[config.mk]
export PLATFORM = sky130hd
export DESIGN_NAME = stats_csr_top
export DESIGN_NICKNAME = d
export VERILOG_FILES = /design/src/common/stats_types_pkg.sv /design/src/common/csr_types_pkg.sv /design/src/stats_csr_top.sv /design/src/stats/stat_update_engine.sv /design/src/stats/stat_accumulators.sv /design/src/csr_counter_ram.sv /design/src/csr_axil_slave.sv
export VERILOG_INCLUDE_DIRS = /design/src /design/src/common
export SDC_FILE = /design/constraint.sdc
export NUM_CORES = 1
export LEC_CHECK = 0
export BUFFER_PORTS_ARGS = -buffer_cell sky130_fd_sc_hd__clkbuf_2
export CAP_MARGIN = 20
export CORE_MARGIN = 2
export CORE_UTILIZATION = 52
export DETAILED_ROUTE_END_ITERATION = 8
export PLACE_DENSITY_LB_ADDON = 0.1
export SLEW_MARGIN = 30
export SYNTH_ARGS = -nofsm -noshare
export SYNTH_HDL_FRONTEND = slang
export SYNTH_SLANG_ARGS = --single-unit
[constraint.sdc]
create_clock -name clk -period 15.8 [get_ports clk]
set_clock_uncertainty 0.1 [all_clocks]
set_input_delay 2.37 -clock clk [delete_from_list [all_inputs] [get_ports clk]]
set_output_delay 2.37 -clock clk [all_outputs]
set_load 0.05 [all_outputs]
[src/common/stats_csr_settings.svh]
/*
 * Statistics CSR block build settings
 * Sizes of the counter bank, the accumulators and the AXI4-Lite port
 */
`ifndef STATS_CSR_SETTINGS_SVH
`define STATS_CSR_SETTINGS_SVH

// Event inputs, one counter entry per event
`define STATS_NUM_COUNTERS 4

// Narrow per-event accumulator width
`define STATS_ACCUM_WIDTH 8

// Cycles between accumulator hand-overs, kept below 2**STATS_ACCUM_WIDTH
`define STATS_FLUSH_INTERVAL 64

// AXI4-Lite byte address and data widths
`define CSR_ADDR_WIDTH 8
`define CSR_DATA_WIDTH 64

`endif
[src/common/stats_types_pkg.sv]
/*
 * Statistics path types
 * Update engine states and the accumulator vector passed at hand-over
 */
`default_nettype none
`include "stats_csr_settings.svh"

package stats_types_pkg;

    // Update engine, one read-add-writeback per entry
    typedef enum logic [1:0] {
        UPD_IDLE,
        UPD_READ,
        UPD_WAIT,
        UPD_WRITE
    } stat_upd_state_e;

    // All accumulators, index 0 is counter 0
    typedef logic [`STATS_NUM_COUNTERS-1:0][`STATS_ACCUM_WIDTH-1:0] accum_vec_t;

endpackage

`default_nettype wire

[src/common/csr_types_pkg.sv]
/*
 * CSR address map types
 * Word indices, counter indices and AXI4-Lite response codes
 */
`default_nettype none
`include "stats_csr_settings.svh"

package csr_types_pkg;

    // Index of a 64-bit word in the CSR space
    typedef logic [`CSR_ADDR_WIDTH-4:0] csr_word_t;

    // Entry index into the counter memory
    typedef logic [$clog2(`STATS_NUM_COUNTERS)-1:0] counter_idx_t;

    // Register map, in 64-bit words
    localparam csr_word_t CSR_CTRL_WORD = csr_word_t'(0);
    localparam csr_word_t CSR_COUNTER_BASE_WORD = csr_word_t'(8);

    typedef enum logic [1:0] {
        RESP_OKAY   = 2'b00,
        RESP_SLVERR = 2'b10
    } axil_resp_e;

endpackage

`default_nettype wire

[src/stats_csr_top.sv]
/*
 * Statistics and control CSR block
 * AXI4-Lite slave, counter memory, event accumulators and update engine
 */
`timescale 1ns/1ps
`default_nettype none
`include "stats_csr_settings.svh"

module stats_csr_top
    import csr_types_pkg::*;
    import stats_types_pkg::*;
(
    input  wire                           clk,
    input  wire                           reset,
    input  wire [`CSR_ADDR_WIDTH-1:0]     awaddr,
    input  wire                           awvalid,
    output logic                          awready,
    input  wire [`CSR_DATA_WIDTH-1:0]     wdata,
    input  wire [`CSR_DATA_WIDTH/8-1:0]   wstrb,
    input  wire                           wvalid,
    output logic                          wready,
    output axil_resp_e                    bresp,
    output logic                          bvalid,
    input  wire                           bready,
    input  wire [`CSR_ADDR_WIDTH-1:0]     araddr,
    input  wire                           arvalid,
    output logic                          arready,
    output logic [`CSR_DATA_WIDTH-1:0]    rdata,
    output axil_resp_e                    rresp,
    output logic                          rvalid,
    input  wire                           rready,
    input  wire [`STATS_NUM_COUNTERS-1:0] events,
    output logic [`CSR_DATA_WIDTH-1:0]    ctrl_value,
    output logic                          ctrl_valid
);

    logic                       mem_ready;
    logic                       host_rd_en;
    counter_idx_t               host_rd_idx;
    logic                       eng_rd_en;
    counter_idx_t               eng_rd_idx;
    logic                       ram_rd_en;
    counter_idx_t               ram_rd_idx;
    logic [`CSR_DATA_WIDTH-1:0] rd_data;
    logic                       rd_data_valid;
    logic                       wr_en;
    counter_idx_t               wr_idx;
    logic [`CSR_DATA_WIDTH-1:0] wr_data;
    logic                       flush_valid;
    accum_vec_t                 flush_counts;
    logic                       upd_ready;

    // Read port mux, host first
    assign ram_rd_en  = host_rd_en || eng_rd_en;
    assign ram_rd_idx = host_rd_en ? host_rd_idx : eng_rd_idx;

    csr_axil_slave slave_i (
        .clk, .reset,
        .awaddr, .awvalid, .awready, .wdata, .wstrb, .wvalid, .wready,
        .bresp, .bvalid, .bready,
        .araddr, .arvalid, .arready, .rdata, .rresp, .rvalid, .rready,
        .ctrl_value, .ctrl_valid,
        .mem_ready, .host_rd_en, .host_rd_idx, .rd_data, .rd_data_valid
    );

    csr_counter_ram ram_i (
        .clk, .reset,
        .rd_en(ram_rd_en), .rd_idx(ram_rd_idx), .rd_data, .rd_data_valid,
        .wr_en, .wr_idx, .wr_data, .mem_ready
    );

    stat_accumulators accum_i (
        .clk, .reset, .events, .upd_ready, .flush_valid, .flush_counts
    );

    stat_update_engine engine_i (
        .clk, .reset, .flush_valid, .flush_counts, .upd_ready,
        .host_rd_en, .mem_ready, .rd_en(eng_rd_en), .rd_idx(eng_rd_idx),
        .rd_data, .rd_data_valid, .wr_en, .wr_idx, .wr_data
    );

endmodule

`default_nettype wire

[src/stats/stat_update_engine.sv]
/*
 * Counter update engine
 * Latches a handed-over accumulator vector and, entry by entry, reads
 * the counter, adds the accumulator and writes the sum back. Host reads
 * take the memory read port first
 */
`timescale 1ns/1ps
`default_nettype none
`include "stats_csr_settings.svh"

module stat_update_engine
    import csr_types_pkg::*;
    import stats_types_pkg::*;
(
    input  wire                        clk,
    input  wire                        reset,
    input  wire                        flush_valid,
    input  wire accum_vec_t            flush_counts,
    output logic                       upd_ready,
    input  wire                        host_rd_en,
    input  wire                        mem_ready,
    output logic                       rd_en,
    output counter_idx_t               rd_idx,
    input  wire [`CSR_DATA_WIDTH-1:0]  rd_data,
    input  wire                        rd_data_valid,
    output logic                       wr_en,
    output counter_idx_t               wr_idx,
    output logic [`CSR_DATA_WIDTH-1:0] wr_data
);

    localparam int DW = `CSR_DATA_WIDTH;
    localparam counter_idx_t LAST_IDX = counter_idx_t'(`STATS_NUM_COUNTERS - 1);

    stat_upd_state_e state;
    accum_vec_t      counts_q;
    counter_idx_t    idx;
    logic            wait_cnt;
    logic [DW-1:0]   sum;

    // Yield to a host read in the same cycle
    assign rd_en   = (state == UPD_READ) && !host_rd_en && mem_ready;
    assign rd_idx  = idx;
    assign wr_en   = (state == UPD_WRITE);
    assign wr_idx  = idx;
    assign wr_data = sum;

    always_ff @(posedge clk)
    begin
        if (reset)
        begin
            state     <= UPD_IDLE;
            upd_ready <= 1'b1;
            idx       <= '0;
            wait_cnt  <= 1'b0;
        end
        else
        begin
            case (state)
                UPD_IDLE:
                begin
                    if (flush_valid)
                    begin
                        state     <= UPD_READ;
                        upd_ready <= 1'b0;
                        idx       <= '0;
                    end
                end
                UPD_READ:
                begin
                    if (rd_en)
                    begin
                        state    <= UPD_WAIT;
                        wait_cnt <= 1'b0;
                    end
                end
                UPD_WAIT:
                begin
                    // Our data comes on the second wait cycle and earlier host data is skipped
                    wait_cnt <= 1'b1;
                    if (wait_cnt && rd_data_valid)
                        state <= UPD_WRITE;
                end
                default:
                begin
                    // After the write-back go to the next entry or back to idle
                    if (idx == LAST_IDX)
                    begin
                        state     <= UPD_IDLE;
                        upd_ready <= 1'b1;
                    end
                    else
                    begin
                        state <= UPD_READ;
                        idx   <= idx + 1'b1;
                    end
                end
            endcase
        end
    end

    // Latched vector and the sum for the write-back
    always_ff @(posedge clk)
    begin
        if (state == UPD_IDLE && flush_valid)
            counts_q <= flush_counts;
        if (state == UPD_WAIT && wait_cnt && rd_data_valid)
            sum <= rd_data + DW'(counts_q[idx]);
    end

    // Memory must return our read exactly on the second wait cycle
    assert property (@(posedge clk) disable iff (reset)
        (state == UPD_WAIT) && wait_cnt |-> rd_data_valid);

endmodule

`default_nettype wire

[src/stats/stat_accumulators.sv]
/*
 * Event accumulators
 * Registers the event inputs, adds them into narrow accumulators and
 * offers the accumulator vector to the update engine at a fixed interval
 */
`timescale 1ns/1ps
`default_nettype none
`include "stats_csr_settings.svh"

module stat_accumulators
    import stats_types_pkg::*;
(
    input  wire                           clk,
    input  wire                           reset,
    input  wire [`STATS_NUM_COUNTERS-1:0] events,
    input  wire                           upd_ready,
    output logic                          flush_valid,
    output accum_vec_t                    flush_counts
);

    localparam int AW      = `STATS_ACCUM_WIDTH;
    localparam int TIMER_W = $clog2(`STATS_FLUSH_INTERVAL);

    logic [`STATS_NUM_COUNTERS-1:0] events_q;
    logic [TIMER_W-1:0]             timer;
    logic                           handover;

    assign handover = flush_valid && upd_ready;

    // ==================================================================
    // Flush interval timer
    // ==================================================================

    // Timer holds while a flush waits, so the request repeats each cycle
    always_ff @(posedge clk)
    begin
        if (reset)
        begin
            timer       <= '0;
            flush_valid <= 1'b0;
        end
        else if (!flush_valid)
        begin
            if (timer == TIMER_W'(`STATS_FLUSH_INTERVAL - 1))
            begin
                flush_valid <= 1'b1;
                timer       <= '0;
            end
            else
            begin
                timer <= timer + 1'b1;
            end
        end
        else if (upd_ready)
        begin
            flush_valid <= 1'b0;
        end
    end

    // ==================================================================
    // Accumulators
    // ==================================================================

    // On hand-over restart from this cycle's events so none is lost
    always_ff @(posedge clk)
    begin
        if (reset)
        begin
            events_q     <= '0;
            flush_counts <= '0;
        end
        else
        begin
            events_q <= events;
            for (int i = 0; i < `STATS_NUM_COUNTERS; i++)
            begin
                flush_counts[i] <= (handover ? '0 : flush_counts[i]) + AW'(events_q[i]);
            end
        end
    end

    // A full accumulator may only take an event when it is handed over
    for (genvar g = 0; g < `STATS_NUM_COUNTERS; g++)
    begin : g_wrap_chk
        assert property (@(posedge clk) disable iff (reset)
            (&flush_counts[g]) && events_q[g] |-> handover);
    end

endmodule

`default_nettype wire

[src/csr_counter_ram.sv]
/*
 * Counter memory
 * 64-bit entries behind a two-stage registered read, one write port,
 * zeroed by a sweep after reset before accesses are accepted
 */
`timescale 1ns/1ps
`default_nettype none
`include "stats_csr_settings.svh"

module csr_counter_ram
    import csr_types_pkg::*;
(
    input  wire                        clk,
    input  wire                        reset,
    input  wire                        rd_en,
    input  wire counter_idx_t          rd_idx,
    output logic [`CSR_DATA_WIDTH-1:0] rd_data,
    output logic                       rd_data_valid,
    input  wire                        wr_en,
    input  wire counter_idx_t          wr_idx,
    input  wire [`CSR_DATA_WIDTH-1:0]  wr_data,
    output logic                       mem_ready
);

    localparam counter_idx_t LAST_IDX = counter_idx_t'(`STATS_NUM_COUNTERS - 1);

    logic [`CSR_DATA_WIDTH-1:0] mem [`STATS_NUM_COUNTERS];
    logic [`CSR_DATA_WIDTH-1:0] rd_stage;
    logic                       rd_stage_valid;
    counter_idx_t               init_idx;

    // Zeroing sweep, one entry per cycle
    always_ff @(posedge clk)
    begin
        if (reset)
        begin
            init_idx  <= '0;
            mem_ready <= 1'b0;
        end
        else if (!mem_ready)
        begin
            init_idx <= init_idx + 1'b1;
            if (init_idx == LAST_IDX)
                mem_ready <= 1'b1;
        end
    end

    // Write port shared by sweep and engine
    always_ff @(posedge clk)
    begin
        if (!mem_ready)
            mem[init_idx] <= '0;
        else if (wr_en)
            mem[wr_idx] <= wr_data;
    end

    // Two read stages, several reads may be in flight
    always_ff @(posedge clk)
    begin
        if (rd_en)
            rd_stage <= mem[rd_idx];
        if (rd_stage_valid)
            rd_data <= rd_stage;
    end

    always_ff @(posedge clk)
    begin
        if (reset)
        begin
            rd_stage_valid <= 1'b0;
            rd_data_valid  <= 1'b0;
        end
        else
        begin
            rd_stage_valid <= rd_en;
            rd_data_valid  <= rd_stage_valid;
        end
    end

    // Clients must wait for the sweep
    assert property (@(posedge clk) disable iff (reset)
        !mem_ready |-> !rd_en && !wr_en);

endmodule

`default_nettype wire

[src/csr_axil_slave.sv]
/*
 * AXI4-Lite CSR slave
 * Decodes the register map, holds the control register and turns
 * counter word reads into reads of the counter memory
 */
`timescale 1ns/1ps
`default_nettype none
`include "stats_csr_settings.svh"

module csr_axil_slave
    import csr_types_pkg::*;
(
    input  wire                        clk,
    input  wire                        reset,
    input  wire [`CSR_ADDR_WIDTH-1:0]  awaddr,
    input  wire                        awvalid,
    output logic                       awready,
    input  wire [`CSR_DATA_WIDTH-1:0]  wdata,
    input  wire [`CSR_DATA_WIDTH/8-1:0] wstrb,
    input  wire                        wvalid,
    output logic                       wready,
    output axil_resp_e                 bresp,
    output logic                       bvalid,
    input  wire                        bready,
    input  wire [`CSR_ADDR_WIDTH-1:0]  araddr,
    input  wire                        arvalid,
    output logic                       arready,
    output logic [`CSR_DATA_WIDTH-1:0] rdata,
    output axil_resp_e                 rresp,
    output logic                       rvalid,
    input  wire                        rready,
    output logic [`CSR_DATA_WIDTH-1:0] ctrl_value,
    output logic                       ctrl_valid,
    input  wire                        mem_ready,
    output logic                       host_rd_en,
    output counter_idx_t               host_rd_idx,
    input  wire [`CSR_DATA_WIDTH-1:0]  rd_data,
    input  wire                        rd_data_valid
);

    // One past the last counter word
    localparam csr_word_t CNT_END_WORD =
        CSR_COUNTER_BASE_WORD + csr_word_t'(`STATS_NUM_COUNTERS);

    csr_word_t    aw_word;
    csr_word_t    ar_word;
    logic         wr_accept;
    logic         ar_accept;
    logic         ar_is_counter;
    logic         cnt_rd_busy;
    counter_idx_t cnt_rd_idx;
    logic [1:0]   host_pipe;
    logic         rd_capture;

    // Byte address down to 64-bit word
    assign aw_word = awaddr[`CSR_ADDR_WIDTH-1:3];
    assign ar_word = araddr[`CSR_ADDR_WIDTH-1:3];

    // ==================================================================
    // Write channel
    // ==================================================================

    // AW and W taken together, held off while a B response waits
    assign wr_accept = awvalid && wvalid && !bvalid;
    assign awready   = wr_accept;
    assign wready    = wr_accept;

    always_ff @(posedge clk)
    begin
        if (reset)
        begin
            bvalid     <= 1'b0;
            bresp      <= RESP_OKAY;
            ctrl_valid <= 1'b0;
            ctrl_value <= '0;
        end
        else
        begin
            // Control pulse lasts one cycle
            ctrl_valid <= 1'b0;
            if (wr_accept)
            begin
                bvalid <= 1'b1;
                // Only the control word is writable
                if (aw_word == CSR_CTRL_WORD)
                begin
                    bresp      <= RESP_OKAY;
                    ctrl_value <= wdata;
                    ctrl_valid <= 1'b1;
                end
                else
                begin
                    bresp <= RESP_SLVERR;
                end
            end
            else if (bready)
            begin
                bvalid <= 1'b0;
            end
        end
    end

    // ==================================================================
    // Read channel
    // ==================================================================

    assign ar_is_counter = (ar_word >= CSR_COUNTER_BASE_WORD) && (ar_word < CNT_END_WORD);
    assign arready       = !rvalid && !cnt_rd_busy;
    assign ar_accept     = arvalid && arready;

    // Issue once the memory is swept and our own read has drained
    assign host_rd_en  = cnt_rd_busy && mem_ready && (host_pipe == 2'b00);
    assign host_rd_idx = cnt_rd_idx;
    // Data for our read arrives two cycles after issue
    assign rd_capture  = host_pipe[1] && rd_data_valid;

    always_ff @(posedge clk)
    begin
        if (reset)
        begin
            rvalid      <= 1'b0;
            cnt_rd_busy <= 1'b0;
            host_pipe   <= 2'b00;
        end
        else
        begin
            host_pipe <= {host_pipe[0], host_rd_en};
            if (ar_accept)
            begin
                // Counter words wait for memory, the rest answer now
                if (ar_is_counter)
                    cnt_rd_busy <= 1'b1;
                else
                    rvalid <= 1'b1;
            end
            else if (rd_capture)
            begin
                rvalid      <= 1'b1;
                cnt_rd_busy <= 1'b0;
            end
            else if (rready)
            begin
                rvalid <= 1'b0;
            end
        end
    end

    // Response payload
    always_ff @(posedge clk)
    begin
        if (ar_accept)
        begin
            cnt_rd_idx <= counter_idx_t'(ar_word - CSR_COUNTER_BASE_WORD);
            if (ar_word == CSR_CTRL_WORD)
            begin
                rdata <= ctrl_value;
                rresp <= RESP_OKAY;
            end
            else if (!ar_is_counter)
            begin
                rdata <= '0;
                rresp <= RESP_SLVERR;
            end
        end
        else if (rd_capture)
        begin
            rdata <= rd_data;
            rresp <= RESP_OKAY;
        end
    end

    // Held R response must not change until taken
    assert property (@(posedge clk) disable iff (reset)
        rvalid && !rready |=> $stable(rdata) && $stable(rresp));

    // Only full-word writes are supported
    assert property (@(posedge clk) disable iff (reset)
        wr_accept |-> (&wstrb));

endmodule

`default_nettype wire

* Yosys cells after proc, flatten, opt, wreduce, memory -nomap -nowiden
Memories as Yosys holds them, arrays and structs flattened. A register that Yosys moved wholly into a read port is not among the register bits. Cells that the tools add are included.
Storage, ports and cells: register bits after elaboration 354, memories 1, RAM bits 256, bits of input ports 99
Memory list:
- ram_i.mem | depth 4, width 64, rd ports 1, clocked after memory_dff 1, write ports 1, RTL line csr_counter_ram.sv:27 | logic [`CSR_DATA_WIDTH-1:0] mem [`STATS_NUM_COUNTERS];
Cells by class: magnitude comparators 3, reductions and logical operators 40, bitwise operators 2, multiplexer cells 52, eq/ne operators 13, $add $sub $neg 9
Operator list (count):
- $mux W64 | 5
- $add A64 B8 Y64 | 1
- $reduce_or A64 Y1 | 1
- $mux W8 | 5
- $add A8 B1 Y8 | 4
- $mux W1 | 24
- $mux W2 | 12
- $bmux W8 S2 | 1
- $logic_and A1 B1 Y1 | 15
- $logic_not A5 Y1 | 2
- $ne A2 B2 Y1 const B | 5
- $reduce_and A2 Y1 | 5
- $reduce_and A3 Y1 | 3
- $eq A2 B2 Y1 const B | 4
- $reduce_bool A2 Y1 | 4
- $add A6 B1 Y6 const B | 1
- $eq A6 B6 Y1 const B | 1
- $mux W6 | 1
- $pmux W2 S3 | 1
- $ge A5 B4 Y1 const B | 1
- $lt A5 B4 Y1 const B | 1
- $add A2 B1 Y2 const B | 2
- $logic_not A1 Y1 | 4
- $logic_not A2 Y1 | 2
- 11 further kinds | 14

* Logic depth before layout (Yosys ltp)
depth after elaboration 7, mapped depth 11

* Modules after synthesis
Synthesis repeated with hierarchy kept, for this count alone.
Second synthesis, totals: cell total of the unflattened synthesis 1776, area total of the unflattened synthesis 26713.1 um2
By module, submodules not included:
- csr_counter_ram | area an instance 13833.3 um2, times used 1, cells an instance 565, seq. area each 11631.2 um2
- csr_axil_slave | area an instance 5883.1 um2, times used 1, cells an instance 619, seq. area each 3433.3 um2
- stat_update_engine | area an instance 5061.1 um2, times used 1, cells an instance 391, seq. area each 3002.9 um2
- stat_accumulators | area an instance 1906.8 um2, times used 1, cells an instance 198, seq. area each 860.8 um2
- stats_csr_top | area an instance 28.8 um2, times used 1, cells an instance 3, seq. area each 0.0 um2

* Worst setup path after synthesis
OpenSTA, ideal clock, no wires.
path type register to register, from reg ram_i.mem_ready, to mem ram_i.mem[0][0] (netlist bit) (enable), path slack 9.754 ns, data required time 15.116 ns, period minus slack after synthesis 6.046 ns, buffers on the path 1, library setup time 0.584 ns, arrival time 5.362 ns, cell stages (with the launch flop) 3, cells stage by stage dfxtp_1 > clkbuf_1 > o32ai_1
On the way: word-level cells in the longest chain between the ends 4
Ends and longest elaborated chain:
- start, declared | RTL line csr_counter_ram.sv:22 | output logic mem_ready
- start signal, assigned | RTL line csr_counter_ram.sv:38 | mem_ready <= 1'b0;
- start signal, assigned | RTL line csr_counter_ram.sv:44 | mem_ready <= 1'b1;
- $mux W1 | RTL line csr_counter_ram.sv:51 | if (!mem_ready)
- $mux W1 (implied by the code) | RTL line csr_counter_ram.sv:54 | mem[wr_idx] <= wr_data;
- $reduce_or A64 Y1 (no line)
- $mux W2 (no line) / $mux W1 (equally long branches)
- end, declared | RTL line csr_counter_ram.sv:27
Parallel ways exist; a longest one is shown, timed or not.

* Worst setup path after layout
from in awvalid, to out awready
On the way: word-level cells in the longest chain between the ends 2
Ends and longest elaborated chain:
- start, declared | RTL line stats_csr_top.sv:16 | input wire awvalid,
- $logic_and A1 B1 Y1 (2 in a row) | RTL line csr_axil_slave.sv:64 | assign wr_accept = awvalid && wvalid && !bvalid;
- end, declared | RTL line stats_csr_top.sv:17 | output logic awready,
No other way between the ends.

==> flow_summary.json <==
{
  "die_area_um2": 51900,
  "outcome": "finished, final reports clean",
  "worst_path_largest_cell_delay_ns": 0.31,
  "clock-root-buffer": "clkbuf_16",
  "place_area_um2": 27900,
  "drt_iter0_markers": 1264,
  "ios": 237,
  "critPathSlowestCell": "or2_2",
  "grt_overflow": 0,
  "synth-warning-count": 0,
  "synth_edf_count": 547,
  "rows": 82,
  "yosysTopAreaCellShare_pct": 63.1,
  "end_kind": "output port",
  "die_x_um": 228,
  "path_class": "in2out",
  "cts_tree": "built",
  "postSynthAreaPerCell_um2": 14.8,
  "finalCriticalPeriod_ns": 5.66,
  "cts_sinks": 672,
  "yosysSeqAreaShare_pct": 72.7,
  "layout_commonest_cell": "edfxtp_1",
  "grt_pass1_wl_mm": 91.0,
  "cts-buffers-inserted": 70,
  "p_leak_nw": 10.9,
  "grt.total_usage_pct": 23.0,
  "synth_area_leaders": "edfxtp_1 63%, dfxtp_1 9.6%, mux4_2 6.2%",
  "cts_setup_buffers": 0,
  "crit_arrival_ns": 3.19,
  "cts_max_path_buffers": 3,
  "cts.htree.levels": 3,
  "fmax_mhz": 177,
  "crit_required_ns": 13.33,
  "hold_class": "reg2reg",
  "initial_core_util_pct": 52.3,
  "ir_drop_mv": 0.0791,
  "setup_violations": 0,
  "critPathLaunchType": "input pin",
  "ctsHoldBuffers": 0,
  "yosysUniqueCellTypes": 56,
  "gp_congestion": 0.782,
  "diodes": 0,
  "io_buffers": 220,
  "cpMostUsedCell": "clkbuf_2",
  "synth_area_um2": 26000,
  "grt_pass1_vias": 15562,
  "finalInstanceArea_um2": 30100,
  "finalMaxSlewViolations": 0,
  "power.density_nw_per_um2": 139,
  "synthArstFlopShare_pct": 0,
  "insertion_delay_ns": 0.60,
  "ant_nets": 0,
  "final_nets": 2110,
  "vias": 15269,
  "place_hpwl_mm": 35.2,
  "synthCells": 1761,
  "cts_resized": 0,
  "finalCritPeriodShare_pct": 35.8,
  "core_area_um2": 49800,
  "tightest_slew_ns": 0.965,
  "drc": 0,
  "clkTransAtPathRegs_ns": 0.06,
  "drive_gt1_share_pct": 21.9,
  "hold_violations": 0,
  "dr.pass1.iters": 5,
  "vias_per_cell": 5.63,
  "max_slew_margin_pct": 35.7,
  "drv_cap": 0,
  "rsz0062_at_grt": "no",
  "synth-main-ff-cell": "edfxtp_1",
  "layout_common_cells": "547 x edfxtp_1, 311 x nand2_1, 219 x clkbuf_2",
  "post_drt_wl_per_cell_um": 21.7,
  "setup_tns_ns": 0,
  "antenna_found_initial": 0,
  "yosys_register_bits": 672,
  "crit_fanout": 4,
  "grt_max_degree": 76,
  "yosys.area.top_type": "edfxtp_1",
  "syn2layout_area_growth_pct": 15.6,
  "wirelength_mm": 58.7,
  "path_buf_inv": 3,
  "fp.dieH_um": 228,
  "cp_cell_sequence": "clkbuf_2 > nand2_1 > or2_2 > inv_1 > clkbuf_2",
  "cp_top_family": "buffers and inverters"
}
[path summary, 6_finish.rpt]
path                           start                   end  slack (ns)  cells past startpoint
setup / recovery             awvalid               awready       10.14                      5
hold / removal    ram_i.rd_stage[30]     ram_i.rd_data[30]        0.31                      0
setup reg to reg  engine_i.rd_idx[0]  engine_i.wr_data[59]       12.00                      8
hold reg to reg   ram_i.rd_stage[30]     ram_i.rd_data[30]        0.31                      0
[cells in the mapped netlist (24+ instances only)]
cell      number
nand3_1       37
mux4_2        72
edfxtp_1     547
nand2_1      314
xor2_1        63
xnor2_1       24
nor2_1        71
nor3_1        28
a21oi_1      145
and3_1        70
clkbuf_1      55
dfxtp_1      125
[through the flow]
stage / total power [mW] / util [%] / setup WS [ns] / hold slack [ns] / std cells
after floorplan: 2.53 / - / 9.75 / 0.300 / 1762
after global placement: 2.64 / 56.1 / 10.14 / 0.301 / 2587
after detailed placement: 2.66 / 56.2 / 10.13 / 0.305 / 2587
after CTS: 4.23 / 60.5 / 10.13 / 0.313 / 2711
after global routing: 4.34 / 60.5 / 10.09 / 0.323 / 2711
final: 4.19 / 60.5 / 10.14 / 0.311 / 2711
[layout make-up]
class	count	area [µm²]
repair buffers	246	1310
clock buffers	99	1950
well taps	672	841
flip-flops and latches	672	18900
clock inverters	25	220
multi-input cells	982	6820
inverters	15	56.3
fillers	3908	19600
[routing by layer]
metal | GRT usage [%] | vias up | share of wire [%]
li1 | - | 6963 | -
met1 | 32.0 | 7812 | 45
met2 | 37.8 | 404 | 48
met3 | 4.23 | 90 | 5.4
met4 | 5.74 | 0 | 1.9
met5 | 0 | - | 0
[power by group]
group	internal, mW	switching, mW	leakage [nW]
logic	0.194	0.292	3.63
clock network	0.926	0.650	1.06
registers	2.08	0.0437	6.16
[kinds of logic after synthesis]
family	count (synthesis)	share of synthesized area, %
adders and majority gates	24	1.18
muxes	81	6.59
buffers and inverters	108	1.72
other	1	0.0144
and+or+nand+nor	612	11.2
xor gates and xnor gates	87	2.93
AOI/OAI and AO/OA	176	3.67
DFF	672	72.7
[state kept, by name (all words and copies together), names as in the netlist, 2 cells and up]
| name | cells |
|---|---|
| ram_i.mem | 256 |
| slave_i.ctrl_value | 64 |
| ram_i.rd_data | 64 |
| engine_i.rd_idx | 2 |
| ram_i.init_idx | 2 |
| accum_i.timer | 6 |
| ram_i.rd_stage | 64 |
| slave_i.rdata | 64 |
| slave_i.host_pipe | 2 |
| engine_i.wr_data | 64 |
| accum_i.flush_counts | 32 |
| engine_i.state | 2 |
| accum_i.events_q | 4 |
| slave_i.host_rd_idx | 2 |
| engine_i.counts_q | 32 |
Note: power is estimated with default switching activity, not from simulation.
